--- src/exe_pkg.sv ---
package exe_pkg;

    localparam int XLEN     = 32;
    localparam int ROB_ID_W = 5;

    typedef logic [XLEN-1:0]     t_data;
    typedef logic [ROB_ID_W-1:0] t_rob_id;

    // Zero encoding is the invalid op so a cleared packet never executes
    typedef enum logic [4:0] {
        U_INVALID = 5'd0,
        U_ADD     = 5'd1,
        U_SUB     = 5'd2,
        U_AND     = 5'd3,
        U_OR      = 5'd4,
        U_XOR     = 5'd5,
        U_SLL     = 5'd6,
        U_SRL     = 5'd7,
        U_SRA     = 5'd8,
        U_SLT     = 5'd9,
        U_SLTU    = 5'd10,
        U_LUI     = 5'd11,
        U_BEQ     = 5'd16,
        U_BNE     = 5'd17,
        U_BLT     = 5'd18,
        U_BGE     = 5'd19,
        U_BLTU    = 5'd20,
        U_BGEU    = 5'd21,
        U_JAL     = 5'd22,
        U_JALR    = 5'd23
    } t_uop;

    // Source of the second operand
    typedef enum logic [1:0] {
        OP_REG  = 2'd0,
        OP_IMM  = 2'd1,
        OP_ZERO = 2'd2
    } t_optype;

    typedef struct packed {
        t_uop    uop;
        t_optype src2_type;
        t_data   src1_val;
        t_data   src2_val;
        t_data   imm;
        t_data   pc;
        logic    pred_taken;
        t_rob_id robid;
    } t_iss_pkt;

    typedef struct packed {
        t_rob_id robid;
        t_data   result;
        logic    mispred;
        logic    killed;
    } t_rob_result;

    function automatic logic is_alu_uop(t_uop uop);
        return uop inside {U_ADD, U_SUB, U_AND, U_OR, U_XOR, U_SLL, U_SRL,
                           U_SRA, U_SLT, U_SLTU, U_LUI};
    endfunction

    function automatic logic is_br_uop(t_uop uop);
        return uop inside {U_BEQ, U_BNE, U_BLT, U_BGE, U_BLTU, U_BGEU,
                           U_JAL, U_JALR};
    endfunction

endpackage

--- src/ialu.sv ---
module ialu
    import exe_pkg::*;
(
    input  t_uop  uop,
    input  t_data src1,
    input  t_data src2,
    output logic  resvld,
    output t_data result
);

    logic [4:0] shamt;

    // Only the low five bits matter for a 32-bit shift
    assign shamt  = src2[4:0];
    assign resvld = is_alu_uop(uop);

    always_comb begin
        result = '0;
        case (uop)
            U_ADD: begin
                result = src1 + src2;
            end
            U_SUB: begin
                result = src1 - src2;
            end
            U_AND: begin
                result = src1 & src2;
            end
            U_OR: begin
                result = src1 | src2;
            end
            U_XOR: begin
                result = src1 ^ src2;
            end
            U_SLL: begin
                result = src1 << shamt;
            end
            U_SRL: begin
                result = src1 >> shamt;
            end
            U_SRA: begin
                result = t_data'($signed(src1) >>> shamt);
            end
            U_SLT: begin
                result = t_data'($signed(src1) < $signed(src2));
            end
            U_SLTU: begin
                result = t_data'(src1 < src2);
            end
            // Upper immediate is already formed by decode
            U_LUI: begin
                result = src2;
            end
            default: begin
                result = '0;
            end
        endcase
    end

endmodule

--- src/ibr.sv ---
module ibr
    import exe_pkg::*;
(
    input  t_uop  uop,
    input  t_data src1,
    input  t_data src2,
    input  t_data imm,
    input  t_data pc,
    input  logic  pred_taken,
    output logic  resvld,
    output t_data next_pc,
    output logic  mispred
);

    logic  taken;
    t_data jalr_tgt;

    assign resvld = is_br_uop(uop);

    // Condition resolution
    always_comb begin
        case (uop)
            U_BEQ:   taken = (src1 == src2);
            U_BNE:   taken = (src1 != src2);
            U_BLT:   taken = ($signed(src1) < $signed(src2));
            U_BGE:   taken = ($signed(src1) >= $signed(src2));
            U_BLTU:  taken = (src1 < src2);
            U_BGEU:  taken = (src1 >= src2);
            U_JAL:   taken = 1'b1;
            U_JALR:  taken = 1'b1;
            default: taken = 1'b0;
        endcase
    end

    always_comb begin
        jalr_tgt    = src1 + imm;
        jalr_tgt[0] = 1'b0;
    end

    always_comb begin
        if (uop == U_JALR) begin
            next_pc = jalr_tgt;
        end else if (taken) begin
            next_pc = pc + imm;
        end else begin
            next_pc = pc + t_data'(4);
        end
    end

    // Non-branch ops never flag a mispredict
    assign mispred = resvld & (taken != pred_taken);

endmodule

--- src/exe_pipe.sv ---
module exe_pipe
    import exe_pkg::*;
(
    input  logic        clk,
    input  logic        arst_n,
    input  logic        launch,
    input  logic        squash,
    input  t_iss_pkt    pkt,
    output logic        res_valid,
    output t_rob_result res
);

    t_data src2_ex0;

    logic  ialu_resvld_ex0;
    t_data ialu_result_ex0;

    logic  ibr_resvld_ex0;
    t_data ibr_tgt_ex0;
    logic  ibr_mispred_ex0;

    t_data result_ex0;
    logic  uop_invalid_ex0;

    // EX0 operand select
    always_comb begin
        case (pkt.src2_type)
            OP_REG:  src2_ex0 = pkt.src2_val;
            OP_IMM:  src2_ex0 = pkt.imm;
            default: src2_ex0 = '0;
        endcase
    end

    ialu ialu_i (
        .uop    (pkt.uop),
        .src1   (pkt.src1_val),
        .src2   (src2_ex0),
        .resvld (ialu_resvld_ex0),
        .result (ialu_result_ex0)
    );

    ibr ibr_i (
        .uop        (pkt.uop),
        .src1       (pkt.src1_val),
        .src2       (src2_ex0),
        .imm        (pkt.imm),
        .pc         (pkt.pc),
        .pred_taken (pkt.pred_taken),
        .resvld     (ibr_resvld_ex0),
        .next_pc    (ibr_tgt_ex0),
        .mispred    (ibr_mispred_ex0)
    );

    // At most one unit claims the op, so OR is enough
    assign result_ex0 = (ialu_resvld_ex0 ? ialu_result_ex0 : '0)
                      | (ibr_resvld_ex0  ? ibr_tgt_ex0     : '0);

    assign uop_invalid_ex0 = (pkt.uop == U_INVALID);

    // EX1
    always_ff @(posedge clk or negedge arst_n) begin
        if (!arst_n) begin
            res_valid <= 1'b0;
        end else begin
            res_valid <= launch;
        end
    end

    always_ff @(posedge clk) begin
        if (launch) begin
            res.robid   <= pkt.robid;
            res.result  <= squash ? '0 : result_ex0;
            res.mispred <= ~squash & ibr_mispred_ex0;
            res.killed  <= squash;
        end
    end

    a_one_unit: assert property (@(posedge clk) disable iff (!arst_n)
        launch && !squash |-> $onehot({uop_invalid_ex0, ialu_resvld_ex0, ibr_resvld_ex0}));

endmodule

--- src/iss_ctrl.sv ---
module iss_ctrl
    import exe_pkg::*;
(
    input  logic        clk,
    input  logic        arst_n,
    input  logic        in_req,
    input  logic        out_ack,
    input  logic        res_valid,
    input  t_rob_result res,
    input  logic        shadow_active,
    output logic        in_ack,
    output logic        out_req,
    output t_rob_result out_result,
    output logic        launch,
    output logic        squash,
    output logic        consume,
    output logic        arm
);

    typedef enum logic [2:0] {IDLE, EXEC, CAPTURE, DELIVER, RELEASE} t_state;

    t_state state;

    always_ff @(posedge clk or negedge arst_n) begin
        if (!arst_n) begin
            state   <= IDLE;
            in_ack  <= 1'b0;
            out_req <= 1'b0;
            launch  <= 1'b0;
            squash  <= 1'b0;
            consume <= 1'b0;
            arm     <= 1'b0;
        end else begin
            launch  <= 1'b0;
            consume <= 1'b0;
            arm     <= 1'b0;
            // Input side finishes on its own once the producer lets go
            if (in_ack && !in_req) begin
                in_ack <= 1'b0;
            end
            case (state)
                IDLE: begin
                    if (in_req && !in_ack) begin
                        launch  <= 1'b1;
                        in_ack  <= 1'b1;
                        squash  <= shadow_active;
                        consume <= shadow_active;
                        state   <= EXEC;
                    end
                end
                EXEC: begin
                    state <= CAPTURE;
                end
                CAPTURE: begin
                    if (res_valid) begin
                        out_req <= 1'b1;
                        state   <= DELIVER;
                    end
                end
                DELIVER: begin
                    if (out_ack) begin
                        out_req <= 1'b0;
                        arm     <= out_result.mispred;
                        state   <= RELEASE;
                    end
                end
                RELEASE: begin
                    if (!out_ack && !in_req && !in_ack) begin
                        state <= IDLE;
                    end
                end
                default: begin
                    state <= IDLE;
                end
            endcase
        end
    end

    // Output payload register
    always_ff @(posedge clk) begin
        if (state == CAPTURE && res_valid) begin
            out_result <= res;
        end
    end

    a_out_stable: assert property (@(posedge clk) disable iff (!arst_n)
        out_req && $past(out_req) |-> $stable(out_result));

    a_ack_after_req: assert property (@(posedge clk) disable iff (!arst_n)
        $rose(in_ack) |-> $past(in_req));

endmodule

--- src/shadow_counter.sv ---
module shadow_counter #(
    parameter int SHADOW_DEPTH = 2
) (
    input  logic clk,
    input  logic arst_n,
    input  logic arm,
    input  logic consume,
    input  logic redirect,
    output logic shadow_active
);

    localparam int CNT_W = $clog2(SHADOW_DEPTH + 1);

    logic [CNT_W-1:0] count;

    always_ff @(posedge clk or negedge arst_n) begin
        if (!arst_n) begin
            count <= '0;
        end else if (redirect) begin
            // ROB redirect ends the wrong path outright
            count <= '0;
        end else if (arm) begin
            count <= CNT_W'(SHADOW_DEPTH);
        end else if (consume && count != '0) begin
            count <= count - 1'b1;
        end
    end

    assign shadow_active = (count != '0);

    a_count_bound: assert property (@(posedge clk) disable iff (!arst_n)
        count <= CNT_W'(SHADOW_DEPTH));

endmodule

--- src/exe_top.sv ---
module exe_top
    import exe_pkg::*;
#(
    parameter int SHADOW_DEPTH = 2
) (
    input  logic        clk,
    input  logic        arst_n,
    input  logic        in_req,
    output logic        in_ack,
    input  t_iss_pkt    in_pkt,
    output logic        out_req,
    input  logic        out_ack,
    output t_rob_result out_result,
    input  logic        redirect
);

    logic        launch;
    logic        squash;
    logic        consume;
    logic        arm;
    logic        shadow_active;
    logic        res_valid;
    t_rob_result res;

    iss_ctrl iss_ctrl_i (
        .clk           (clk),
        .arst_n        (arst_n),
        .in_req        (in_req),
        .out_ack       (out_ack),
        .res_valid     (res_valid),
        .res           (res),
        .shadow_active (shadow_active),
        .in_ack        (in_ack),
        .out_req       (out_req),
        .out_result    (out_result),
        .launch        (launch),
        .squash        (squash),
        .consume       (consume),
        .arm           (arm)
    );

    shadow_counter #(
        .SHADOW_DEPTH (SHADOW_DEPTH)
    ) shadow_counter_i (
        .clk           (clk),
        .arst_n        (arst_n),
        .arm           (arm),
        .consume       (consume),
        .redirect      (redirect),
        .shadow_active (shadow_active)
    );

    exe_pipe exe_pipe_i (
        .clk       (clk),
        .arst_n    (arst_n),
        .launch    (launch),
        .squash    (squash),
        .pkt       (in_pkt),
        .res_valid (res_valid),
        .res       (res)
    );

endmodule

--- config.mk ---
export PLATFORM = sky130hd
export DESIGN_NAME = exe_top
export DESIGN_NICKNAME = d
export VERILOG_FILES = /design/src/exe_pkg.sv /design/src/ialu.sv /design/src/ibr.sv /design/src/exe_pipe.sv /design/src/iss_ctrl.sv /design/src/shadow_counter.sv /design/src/exe_top.sv
export SDC_FILE = /design/constraint.sdc
export NUM_CORES = 1
export LEC_CHECK = 0
export BUFFER_PORTS_ARGS = -buffer_cell sky130_fd_sc_hd__buf_2
export CELL_PAD_IN_SITES_DETAIL_PLACEMENT = 0
export CELL_PAD_IN_SITES_GLOBAL_PLACEMENT = 1
export CORE_UTILIZATION = 49
export DETAILED_ROUTE_END_ITERATION = 12
export PLACE_DENSITY_LB_ADDON = 0.1
export SETUP_SLACK_MARGIN = 0.15
export SYNTH_ARGS = -nofsm -noshare
export SYNTH_HDL_FRONTEND = slang
export SYNTH_HIERARCHICAL = 1
export SYNTH_SLANG_ARGS = --single-unit
--- constraint.sdc ---
create_clock -name clk -period 5.37 [get_ports clk]
set_input_delay 0 -clock clk [delete_from_list [all_inputs] [get_ports clk]]
set_output_delay 0 -clock clk [all_outputs]
set_load 0.05 [all_outputs]
[Yosys cells after proc, flatten, opt, wreduce, memory -nomap -nowiden]
Index checks and enable logic that the tools add are counted.
Operators by class
  div/mod/pow operators: 0
  bitwise logic cells: 7
  shifts and indexed selects: 3
  equality and inequality tests: 31
  order comparisons: 4
  add/subtract/negate cells: 6
  mux-type cells: 27
  $mul: 0
  reduce and logical (&&, ||, !) cells: 20
Operator list (count)
  32-bit one-hot mux with 11 select lines: 1
  32-bit two-way mux: 4
  32-bit adder: 3
  32-bit greater-or-equal comparator: 2
  32-bit < comparator: 2
  32-bit OR: 2
  32-bit one-hot mux with 2 select lines: 1
  5-bit == test, second input constant: 8
  32-bit by 3-bit adder with 32-bit output, second input constant: 1
  32-bit AND: 1
  32-bit == test: 1
  32-bit inequality test: 1
  32-bit by 5-bit << shifter with 32-bit output: 1
  32-bit by 5-bit right shift with 32-bit output: 1
  32-bit by 5-bit >>> shifter with 32-bit output: 1
  32-bit subtractor: 1
  32-bit bitwise XOR: 1
  5-bit by 3-bit == test with 1-bit output, second input constant: 4
  5-bit by 4-bit == test with 1-bit output, second input constant: 4
  3-bit one-hot mux with 5 select lines: 1
  3-bit two-way mux: 4
  1-bit two-way mux: 11
  11-bit nonzero test: 1
  5-bit by 2-bit == test with 1-bit output, second input constant: 2
  25 further kinds: 39
Storage, ports and cells
  flip-flop bits (word level): 90
  latch bits: 0
  output and inout bits: 41
  memories: 0
  input port bits: 146
  ROM bits: 0
  memory bits (writable): 0
  word-level logic and storage cells: 115

[Depth between registers and ports, before layout]
Gate-level depths: netlist of run 1.
  depth after elaboration: 8
  mapped depth: 21
  mapped depth without buffers: 17

[By module]
Netlist of run 1, hierarchy kept.
By module, submodules not included
  ialu: area an instance 8846.0 sq um, cells each 1286, times used 1, sequential area each 0.0 sq um
  ibr: area an instance 4994.8 sq um, cells each 742, times used 1, sequential area each 0.0 sq um
  exe_pipe: area an instance 2142.1 sq um, cells each 186, times used 1, sequential area each 1196.1 sq um
  iss_ctrl: area an instance 1561.5 sq um, cells each 72, times used 1, sequential area each 1396.3 sq um
  shadow_counter: area an instance 120.1 sq um, cells each 12, times used 1, sequential area each 50.0 sq um

[Least setup slack after synthesis of run 1]
Ideal clock, no wire load.
  path type: input port to flip-flop
  start: input in_pkt[134] in the netlist's numbering
  end: register, netlist name exe_pipe_i/res[33]
  data required time: 5.113 ns
  buffers on the path: 5
  setup slack: 0.815 ns
  arrival time: 4.299 ns
  setup time: 0.257 ns
  stages: 19
  cell sequence: buf_6 -> buf_12 -> mux2i_1 -> nor2_1 -> clkinv_1 -> buf_1 -> buf_2 -> buf_1 -> ha_1 -> or4_4 -> a211oi_4 -> o211ai_2 -> a21oi_4 -> a31oi_2 -> or3_1 -> a2111oi_2 -> nor2_1 -> a22oi_1 -> nor2_1
Between the ends
  elaborated cells on any way between the ends: 24
  those cells by class: add/sub: 2; order compare: 4; eq/ne: 3; shift: 3; mux: 7; bitwise: 4; reduce/logical: 1
RTL lines
  from (decl): line exe_top.sv:10  | input t_iss_pkt in_pkt,
  2-bit by 1-bit == test with 1-bit output or 2-bit logical NOT (tied branches): line exe_pipe.sv:27  | case (pkt.src2_type)
  32-bit one-hot mux with 2 select lines (*): line exe_pipe.sv:27
  via exe_pipe_i.src2_ex0[2]: line exe_pipe.sv:13  | t_data src2_ex0;
  32-bit subtractor (tied with other cells): line ialu.sv:24  | result = src1 - src2;
  32-bit one-hot mux with 11 select lines (*): line ialu.sv:19  | case (uop)
  via exe_pipe_i.ialu_result_ex0[31]: line exe_pipe.sv:16  | t_data ialu_result_ex0;
  32-bit two-way mux (*): line exe_pipe.sv:55  | assign result_ex0 = (ialu_resvld_ex0 ? ialu_result_ex0 : '0)
  32-bit OR (*): line exe_pipe.sv:56  | | (ibr_resvld_ex0 ? ibr_tgt_ex0 : '0);
Mark *: on every way through the listed nets, which the timed path passes. The rest lies on a longest branch.
A chain may end at the register's enable or synchronous reset.

[Final worst setup path of run 1]
  start: input in_pkt[135] in the netlist's numbering
  end: register, netlist name exe_pipe_i/res[24]
Between the ends
  longest elaborated chain between the ends: 8
  elaborated cells on any way between the ends: 24
  those cells by class: add/sub: 2; order compare: 4; eq/ne: 3; shift: 3; mux: 7; bitwise: 4; reduce/logical: 1
Ends and longest elaborated chain
  2-bit by 1-bit == test with 1-bit output or 2-bit logical NOT (tied branches): line exe_pipe.sv:27
  32-bit one-hot mux with 2 select lines (*): line exe_pipe.sv:27
  via exe_pipe_i.src2_ex0[27]: line exe_pipe.sv:13
  32-bit greater-or-equal comparator (tied with other cells): line ibr.sv:28  | U_BGEU: taken = (src1 >= src2);
  1-bit one-hot mux with 7 select lines (*): line ibr.sv:22  | case (uop)
  32-bit two-way mux (*): line ibr.sv:43  | end else if (taken) begin
  32-bit two-way mux (*): line ibr.sv:41  | if (uop == U_JALR) begin
  via exe_pipe_i.ibr_tgt_ex0[22]: line exe_pipe.sv:19  | t_data ibr_tgt_ex0;
  32-bit two-way mux (*): line exe_pipe.sv:56
  32-bit OR (*): line exe_pipe.sv:56
Marked as above.

==> impl_summary.md, run 1 <==
Status
The run finished with clean final reports.

Synth
The synthesized netlist devotes between 4 and 5% of its cell area to XOR and XNOR gates. By area, the combinational part of the netlist is dominated by compound AO/OA/AOI/OAI gates. Of the total synthesized cell area, the portion taken by full adders, half adders and majority gates is roughly 14%.

The synthesized design contains a little under 80 enable-type register cells. The multiplexer share of the synthesized area is a little over a tenth. The number of synthesized register bits is 90. The count of different cell masters after synthesis is 103. The count of yosys warnings during synthesis is 6. The post-synthesis net count is around 2600. After Yosys synthesis, and, or, nand and nor cells account for between 10% and 20% of the synthesized area. Synthesis produced a netlist whose cell count is between 2000 and 2500. The mean cell area of the mapped netlist is a little under 8 um^2. The complex-gate fraction of the synthesized area is a little under 30%.

The fraction of the yosys area taken by sequential cells is between 10 and 15%. For this run, the leading register cell type out of synthesis is edfxtp_1. The share of synthesized flip-flops with an asynchronous set or reset is a little over an eighth.

Summing every instance area after synthesis gives approximately 0.018 mm^2.

Clock tree
The clock transition at the registers of the reported paths is 0.08 ns. The clock drives 90 sinks. The number of buffers on the longest clock path is 2. The number of buffers created by CTS is 9.

Gates resized during post-CTS repair numbered 0. The insertion delay to the later sink of the worst-skew pair is roughly 0.35 ns. The clock root buffer is clkbuf_16. TritonCTS built the clock tree.

The H-tree was split into 3 levels.

Floorplanning
The die height is around 190 um. The die covers 0.0368 mm^2. Row generation in the floorplan step produced just under 70 rows. The die is 192 um wide.

The initial core utilization is 49.8%. The top-level port count is approximately 190. The floorplan step defined a core boundary enclosing ~0.035 mm^2.

Route
The antenna violation net count after detailed routing is 0. The via density per instance is ~6.7. Wires add up to approximately 73000 um.

The routed length per placed instance is 25.4 um. The iteration-0 DRC count of the detailed router is about 2100. For this run, design rule violations remaining after detail routing come to 0. The pre-antenna-repair detailed-routing pass consisted of 9 iterations.

The detailed-route wire length on metal 1 is slightly below 30000 um. The via count of the routed design is between 15000 and 20000. After detailed routing, the met3 layer carries roughly 7000 um of wire. The topmost layer with routed signal wires is met5.

The met2 wirelength from detailed routing is approximately 32000 um.

STA
The final number of setup-violating endpoints is 0. The number of max-slew violations in the final report is 0. The total count of hold-check failures in the final report is 0. For the pin with the worst max-slew slack, the measured transition is between 1 and 1.5 ns. The relative slew slack is approximately 16%. After layout, the worst setup slack is 0.888 ns. The post-route minimum period is 4.48 ns. The maximum frequency from static timing analysis is 0.223 GHz. The final critical-path share of the clock period is 83.5%. Setup repair after global routing left no endpoint under its margin. The clock tree skew after final layout is approximately 0.012 ns. Adding up every negative setup slack in the final design gives 0 ns. The tightest hold path in the finished design has a slack of between 0.07 and 0.08 ns.

Setup path
The kind of end point of the critical path is a flop. The number of cells traversed by the worst register-to-register path is 3. The most common cell type on the critical path is nor2_1.

The signal on the critical path passes through buf_2, buf_4, nor2_1, inv_1, ha_1, nand4_1, or3_1, nor2_1, nand3_1, a31o_1, a2111oi_2, a31o_2, buf_4, nor2_1, a211oi_1, a21oi_1, a22oi_1, nor2_1. In this run the register-to-register setup slack is between 3 and 4 ns. STA classifies the critical path startpoint as an input port. Tracing the worst setup path back leads to its startpoint at in_pkt[135]. In this run the critical register-to-register path is launched from iss_ctrl_i/state[1]. STA puts the critical path data required time at about 5.5 ns. The cell with the largest stage delay on the worst path is a31o_2. The arrival time of data at the critical path endpoint is 4.57 ns. The worst register-to-register path ends at iss_ctrl_i/out_result[4]. Of all nets on the critical path, the largest fanout is 30. For this run, the slowest stage of the critical path takes 0.64 ns. The type of the worst setup path is input port to flop.

Final layout
Of the cells placed in the final design, the portion with a size suffix greater than 1 is approximately 15%. At the end of the flow, the number of nets in the layout was 2762. Compared with the post-synthesis result, the final layout area differs by 9.47%. The core utilization of the finished layout is 54.5%.

The filler cells instantiated in the layout total between 3000 and 4000.

GRT
The via count of the first global-routing pass is between 15000 and 20000. The first global-routing pass estimated approximately 110000 um of wire. The number of antenna violations at the first check in global routing is 3. In the global route stage, overall resource usage came out at 39.1%. Entering global routing, the biggest net connects slightly above 80 pins. Global routing finished with a remaining overflow of 0.

Placement
The post-placement worst setup slack is between 0.6 and 0.7 ns. The HPWL after detailed placement is about 58000 um. Routability-driven placement finished with a final weighted congestion of between 1 and 1.5. The count of port buffers added during placement is 186.

Flow run
Across the run, the number of max-cap violations was 0.

Power and ir drop
IR analysis of the VDD net gives a maximum drop of ~0.00023 V. The static leakage is 8.19 nW. For this design the ratio of total power to cell area is just under 200 mW/mm^2.

Hold path
In this run the worst hold path is classified as input port to asynchronous set/reset pin.
[through the flow]
stage | total power, mW | std cells | cell area (um^2)
finish | 3.77 | 2883 | 19300
global placement | 3.05 | 2857 | 18900
floorplan | 2.42 | 2298 | 17700
CTS | 3.73 | 2882 | 19300
global route | 3.98 | 2883 | 19300
detailed placement | 3.07 | 2857 | 18900
[power breakdown]
| part | switching, mW | internal, mW | total (mW) |
|---|---|---|---|
| Combinational | 1.37 | 0.734 | 2.10 |
| Clock | 0.315 | 0.333 | 0.649 |
| Sequential | 0.104 | 0.919 | 1.02 |
[how the worst max path moves through the flow]
stage	to	slack [ns]
after global placement	exe_pipe_i/res[23]	0.67
after floorplan	exe_pipe_i/res[33]	0.81
after global routing	exe_pipe_i/res[6]	0.58
after CTS	exe_pipe_i/res[24]	0.97
after detailed placement	exe_pipe_i/res[24]	0.61
final	exe_pipe_i/res[24]	0.89
[sequential cells by signal (all words and copies together), names as in the netlist]
| signal | count |
|---|---|
| iss_ctrl_i/squash | 1 |
| iss_ctrl_i/consume | 1 |
| exe_pipe_i/res | 39 |
| iss_ctrl_i/arm | 1 |
| shadow_counter_i/count | 2 |
| iss_ctrl_i/launch | 1 |
| exe_pipe_i/res_valid | 1 |
| iss_ctrl_i/out_result | 39 |
| iss_ctrl_i/in_ack | 1 |
| iss_ctrl_i/state | 3 |
| iss_ctrl_i/out_req | 1 |
[per-layer routing]
layer	vias up	global-route usage, %
li1	8830	-
met1	9162	51.4
met2	1124	60.5
met3	211	7.22
met4	4	21.0
met5	-	0
[cell usage after synthesis, drive strengths merged (17+ instances only)]
master  number  share of area [%]
a221oi      20               0.99
o21ai      177                5.0
a211oi      37                1.7
nand2b      35                1.3
nor2       274                5.8
ha         196                 14
nor3        49                1.4
a31oi       20               0.83
inv        142                3.0
a22oi       56                2.4
o21a        17               0.72
nor2b       24               0.85
a21oi      198                5.8
nand3       58                1.6
edfxtp      78                 13
mux4        45                5.7
nand2      191                4.1
nand4       25               0.89
a211o       17               0.84
a21o        46                2.0
o22ai       17               0.60
xnor2       47                2.3
o211ai      38                1.6
mux2i       84                4.8
xor2        38                1.9
buf         52                2.1
clkbuf      80                1.7
[cell usage in the layout (no fill, tap or decap), types with 13 or more instances in the layout]
cell type | Yosys | layout
nand3_1 | 58 | 58
mux4_2 | 45 | 45
nor3_1 | 48 | 45
a211oi_1 | 33 | 33
o21bai_1 | 16 | 16
buf_4 | 9 | 42
edfxtp_1 | 78 | 78
o211ai_1 | 37 | 37
o21a_1 | 17 | 17
a221oi_1 | 20 | 20
o22ai_1 | 17 | 17
xnor2_1 | 47 | 47
nand4_1 | 25 | 25
a211o_1 | 17 | 17
nand2_1 | 191 | 191
o21ai_0 | 167 | 167
inv_1 | 142 | 142
o2111ai_1 | 13 | 13
nor2_1 | 274 | 266
ha_1 | 196 | 196
and3_1 | 13 | 13
a21oi_1 | 193 | 192
xor2_1 | 38 | 38
mux2i_1 | 83 | 83
nand2b_1 | 34 | 34
buf_2 | 23 | 186
nor2b_1 | 24 | 24
or3_1 | 16 | 16
a31oi_1 | 18 | 18
a22oi_1 | 56 | 56
a21o_1 | 46 | 46
[worst max-delay path, delay by kind of cell]
kind,cells,cell delay (ns)
buffers and inverters,4,0.92
adder cells (fa/ha/maj),1,0.31
AND/OR/NAND/NOR,7,1.55
AO/OA/AOI/OAI,6,1.76
[cells by family (layout without fill, tap and decap cells)]
| family | after synthesis | in the layout |
|---|---|---|
| AOI/OAI and AO/OA | 782 | 782 |
| xor gates and xnor gates | 85 | 85 |
| adders and majority gates | 200 | 200 |
| buffers and inverters | 276 | 399 |
| DFF | 90 | 90 |
| muxes | 136 | 136 |
| other | 0 | 1 |
| and+or+nand+nor | 729 | 729 |
[area by class of cell]
class	count	area, um^2	share of cell area, %
inverters	144	541	2.80
clock inverters	7	81.3	0.421
diodes	1	2.50	0.0129
well taps	461	577	2.98
flip-flops and latches	90	2640	13.7
repair buffers	239	1380	7.12
clock buffers	9	225	1.16
multi-input cells	1932	13900	71.8
[repair_timing]
action,4_1_cts,5_1_grt
hold buffers,9,0
setup buffers,0,0
endpoints found under the hold margin,26,0
No activity file was read; power rests on OpenSTA's default activity.
==> run 2: changes to the inputs <==
- CORE_UTILIZATION: 49 -> 46
- clock period: 5.37 -> 4.65 ns (I/O delays scaled with it)
==> impl_summary.md, run 2 (synthesis results as in run 1) <==
STA
The worst path uses between 90 and 100% of the clock period. Timing would allow up to 0.227 GHz. The transition at the pin with the smallest max-transition slack came to 1.18 ns (was 1.26 ns). The total count of hold-check failures in the final report is 0 (unchanged). The clock tree skew after final layout was 0.0115 ns (was 0.0120 ns). The final setup slack of the worst path is 0.237 ns (was 0.888 ns). Unrepaired setup endpoints after global routing: no (unchanged). The post-route minimum period is around 4.4 ns.

The relative slew slack was 21.4% (was 15.6%). The final sum of negative setup slack is 0 ns (unchanged). The number of max-slew violations in the final report is 0 (unchanged). The final number of setup-violating endpoints came to 0 (unchanged).

Setup path
The cell with the largest stage delay on the worst path was a2111oi_2 (was a31o_2). The critical register-to-register path endpoint was iss_ctrl_i/out_result[5] (was iss_ctrl_i/out_result[4]). The kind of cell adding the most delay to the critical path was simple AND/OR/NAND/NOR gates (was compound AO/OA/AOI/OAI gates). The number of cells traversed by the worst register-to-register path was 3 (unchanged).

The most common cell type on the critical path is nor2_1 (unchanged). The number of buffers and inverters on the critical path is 4 (unchanged). Critical path, cell by cell: buf_2, buf_12, mux2i_1, nor2_1, inv_1, ha_1, nand4_1, or3_1, nor2_1, nand3_1, a31o_1, a2111oi_2, a31o_4, buf_4, mux2i_1, nor2_1, a22oi_1, nor2_1 (was buf_2, buf_4, nor2_1, inv_1, ha_1, nand4_1, or3_1, nor2_1, nand3_1, a31o_1, a2111oi_2, a31o_2, buf_4, nor2_1, a211oi_1, a21oi_1, a22oi_1, nor2_1). The internal reg-to-reg setup slack is 2.49 ns (was 3.24 ns). The largest incremental delay on the critical path was 0.48 ns (was 0.64 ns). The arrival time of data at the critical path endpoint is 4.50 ns (was 4.57 ns). The worst reg2reg path startpoint is iss_ctrl_i/state[1] (unchanged). The type of the worst setup path is input port to flop (unchanged).

The kind of end point of the critical path is a flop (unchanged). The data required time of the worst path is 4.74 ns (was 5.46 ns). The startpoint type of the worst setup path was an input port (unchanged). The biggest fanout along the worst timing path is 29 (was 30).

Clock tree
The number of H-tree levels was 3 (unchanged). The clock root buffer is clkbuf_16 (unchanged). The clock transition at the registers of the reported paths came to 0.07 ns (was 0.08 ns). The number of buffers on the longest clock path came to 2 (unchanged). The post-CTS setup repair buffer count is 0 (unchanged). The insertion delay to the later sink of the worst-skew pair is 0.36 ns (was 0.35 ns).

The number of buffers created by CTS is 9 (unchanged). The CTS tree is done (unchanged). The clock sink count is 90 (unchanged).

Final layout
The post-layout net count is 2804 (was 2762). Largest registers: exe_pipe_i/res (39), iss_ctrl_i/out_result (39), iss_ctrl_i/state (3) (unchanged). The most common library cell in the layout ignoring fill and taps is nor2_1 (unchanged). Most used cells in the layout excluding fill and tap cells: nor2_1 (266), ha_1 (196), a21oi_1 (192) (unchanged). The area occupied by registers was 0.00264 mm^2 (unchanged). The multi-input logic area is 0.0139 mm^2 (about the same). The number of fill cells in the layout is 3736 (was 3476). The share of layout cells above drive strength 1 is 16.2% (was 14.8%). The synthesis-to-finish area growth is 11.7% (was 9.47%).

The total inserted antenna cells is 0 (was 1).

Power and ir drop
The static leakage is 8.40 nW (was 8.19 nW). The power per standard cell area is 223 mW/mm^2 (was 195 mW/mm^2). The worst-case vdd ir drop came to 0.000198 V (was 0.000233 V).

GRT
The global routing usage on met1 was 49.7% (was 51.4%). The first-pass GRT wire length is 111000 um (was 108000 um). The via count of the first global-routing pass is 18000 (was 17900). The global-route met3 utilization came to 6.81% (was 7.22%). The fraction of met2 tracks used by global routing came to 59.2% (was 60.5%). The number of antenna violations at the first check in global routing was 0 (was 3).

The maximum number of pins on one net before global-route repair is 81 (unchanged). The most heavily used metal layer in global routing is met2 (unchanged). The global router's overall resource usage is 37.6% (was 39.1%).

The global-route congestion overflow total is 0 (unchanged).

Flow run
The number of maximum-capacitance violations is 0 (unchanged).

Route
The count of unresolved DRC violations after routing came to 0 (unchanged). The routed length per placed instance is 25.2 um (was 25.4 um). The total wire length after detailed routing is 74800 um (was 73100 um). The detailed-routing iteration count for the pre-antenna-repair pass is 6 (was 9).

The via count of the routed design is 19400 (was 19300). The iteration-0 DRC count of the detailed router is 2201 (was 2120). The antenna violation net count after detailed routing was 0 (unchanged). The via density per instance was 6.53 (was 6.71).

Status
Result of the run: complete, no violations (unchanged).

Placement
The post-placement worst setup slack is 0.0322 ns (was 0.614 ns). The count of port buffers added during placement is 186 (unchanged). The HPWL after detailed placement is 59700 um (was 57900 um). The final estimated routing congestion in global placement was 1.02 (was 1.04).

Floorplanning
The overall die area is 0.0392 mm^2 (was 0.0368 mm^2). The die extent in x is 198 um (was 192 um). The area of the core was 0.0378 mm^2 (was 0.0355 mm^2). The top-level port count is 187 (unchanged). The initial core utilization was 46.8% (was 49.8%). The die height came to 198 um (was 192 um). The floorplan row count is 71 (was 69).

Hold path
The worst hold-check path type is input port to asynchronous set/reset pin (unchanged).
## run 2: changes by cell type in the layout (fill, tap and decap cells not counted), sizes merged
cell,previous run,this run
buf,230,272
diode,1,0
clkinv,5,3
clkinvlp,0,2
## run 2: metal layers
metal  share of wire [%]  up-vias
met4                 5.2        0
met2                  44     1082
met5                   0        -
met3                 9.3      182
li1                    -     8907
met1                  41     9238
## run 2: worst max path at each step
| stage | startpoint | endpoint | depth (start not counted) |
|---|---|---|---|
| floorplan | in_pkt[134] | exe_pipe_i/res[33] | 19 |
| global placement | in_pkt[134] | exe_pipe_i/res[2] | 18 |
| detailed placement | in_pkt[134] | exe_pipe_i/res[2] | 18 |
| CTS | in_pkt[134] | exe_pipe_i/res[2] | 18 |
| global route | in_pkt[134] | exe_pipe_i/res[2] | 18 |
| finish | in_pkt[134] | exe_pipe_i/res[2] | 18 |
## run 2: stage by stage
stage	area (um^2)	util, %	hold slack (ns)	power (mW)	std cells
6_report	19700	52.3	0.0626	4.39	2974
3_5_place_dp	19300	51.2	-0.102	3.60	2949
5_1_grt	19700	52.3	0.0818	4.64	2974
3_3_place_gp	19300	51.2	-0.113	3.58	2949
2_1_floorplan	17700	-	-0.296	2.80	2298
4_1_cts	19700	52.2	0.0602	4.35	2974
## run 2: final cells by class
| type | count | area share [%] |
|---|---|---|
| inverter | 144 | 2.74 |
| clock buffer | 9 | 1.14 |
| timing repair buffer | 281 | 8.70 |
| sequential | 90 | 13.4 |
| tap | 511 | 3.24 |
| clock inverter | 7 | 0.361 |
| multi-input combinational | 1932 | 70.4 |
## run 2: what timing repair did
action / 4_1_cts / 5_1_grt
endpoints found under the setup margin: 0 / 4
resized for setup: 0 / 1
endpoints found under the hold margin: 25 / 0
hold buffers: 9 / 0
## run 2: report_power, final
part / switching (mW) / internal [mW]
combinational: 1.59 / 0.876
clock: 0.359 / 0.378
sequential: 0.124 / 1.06
total: 2.08 / 2.32
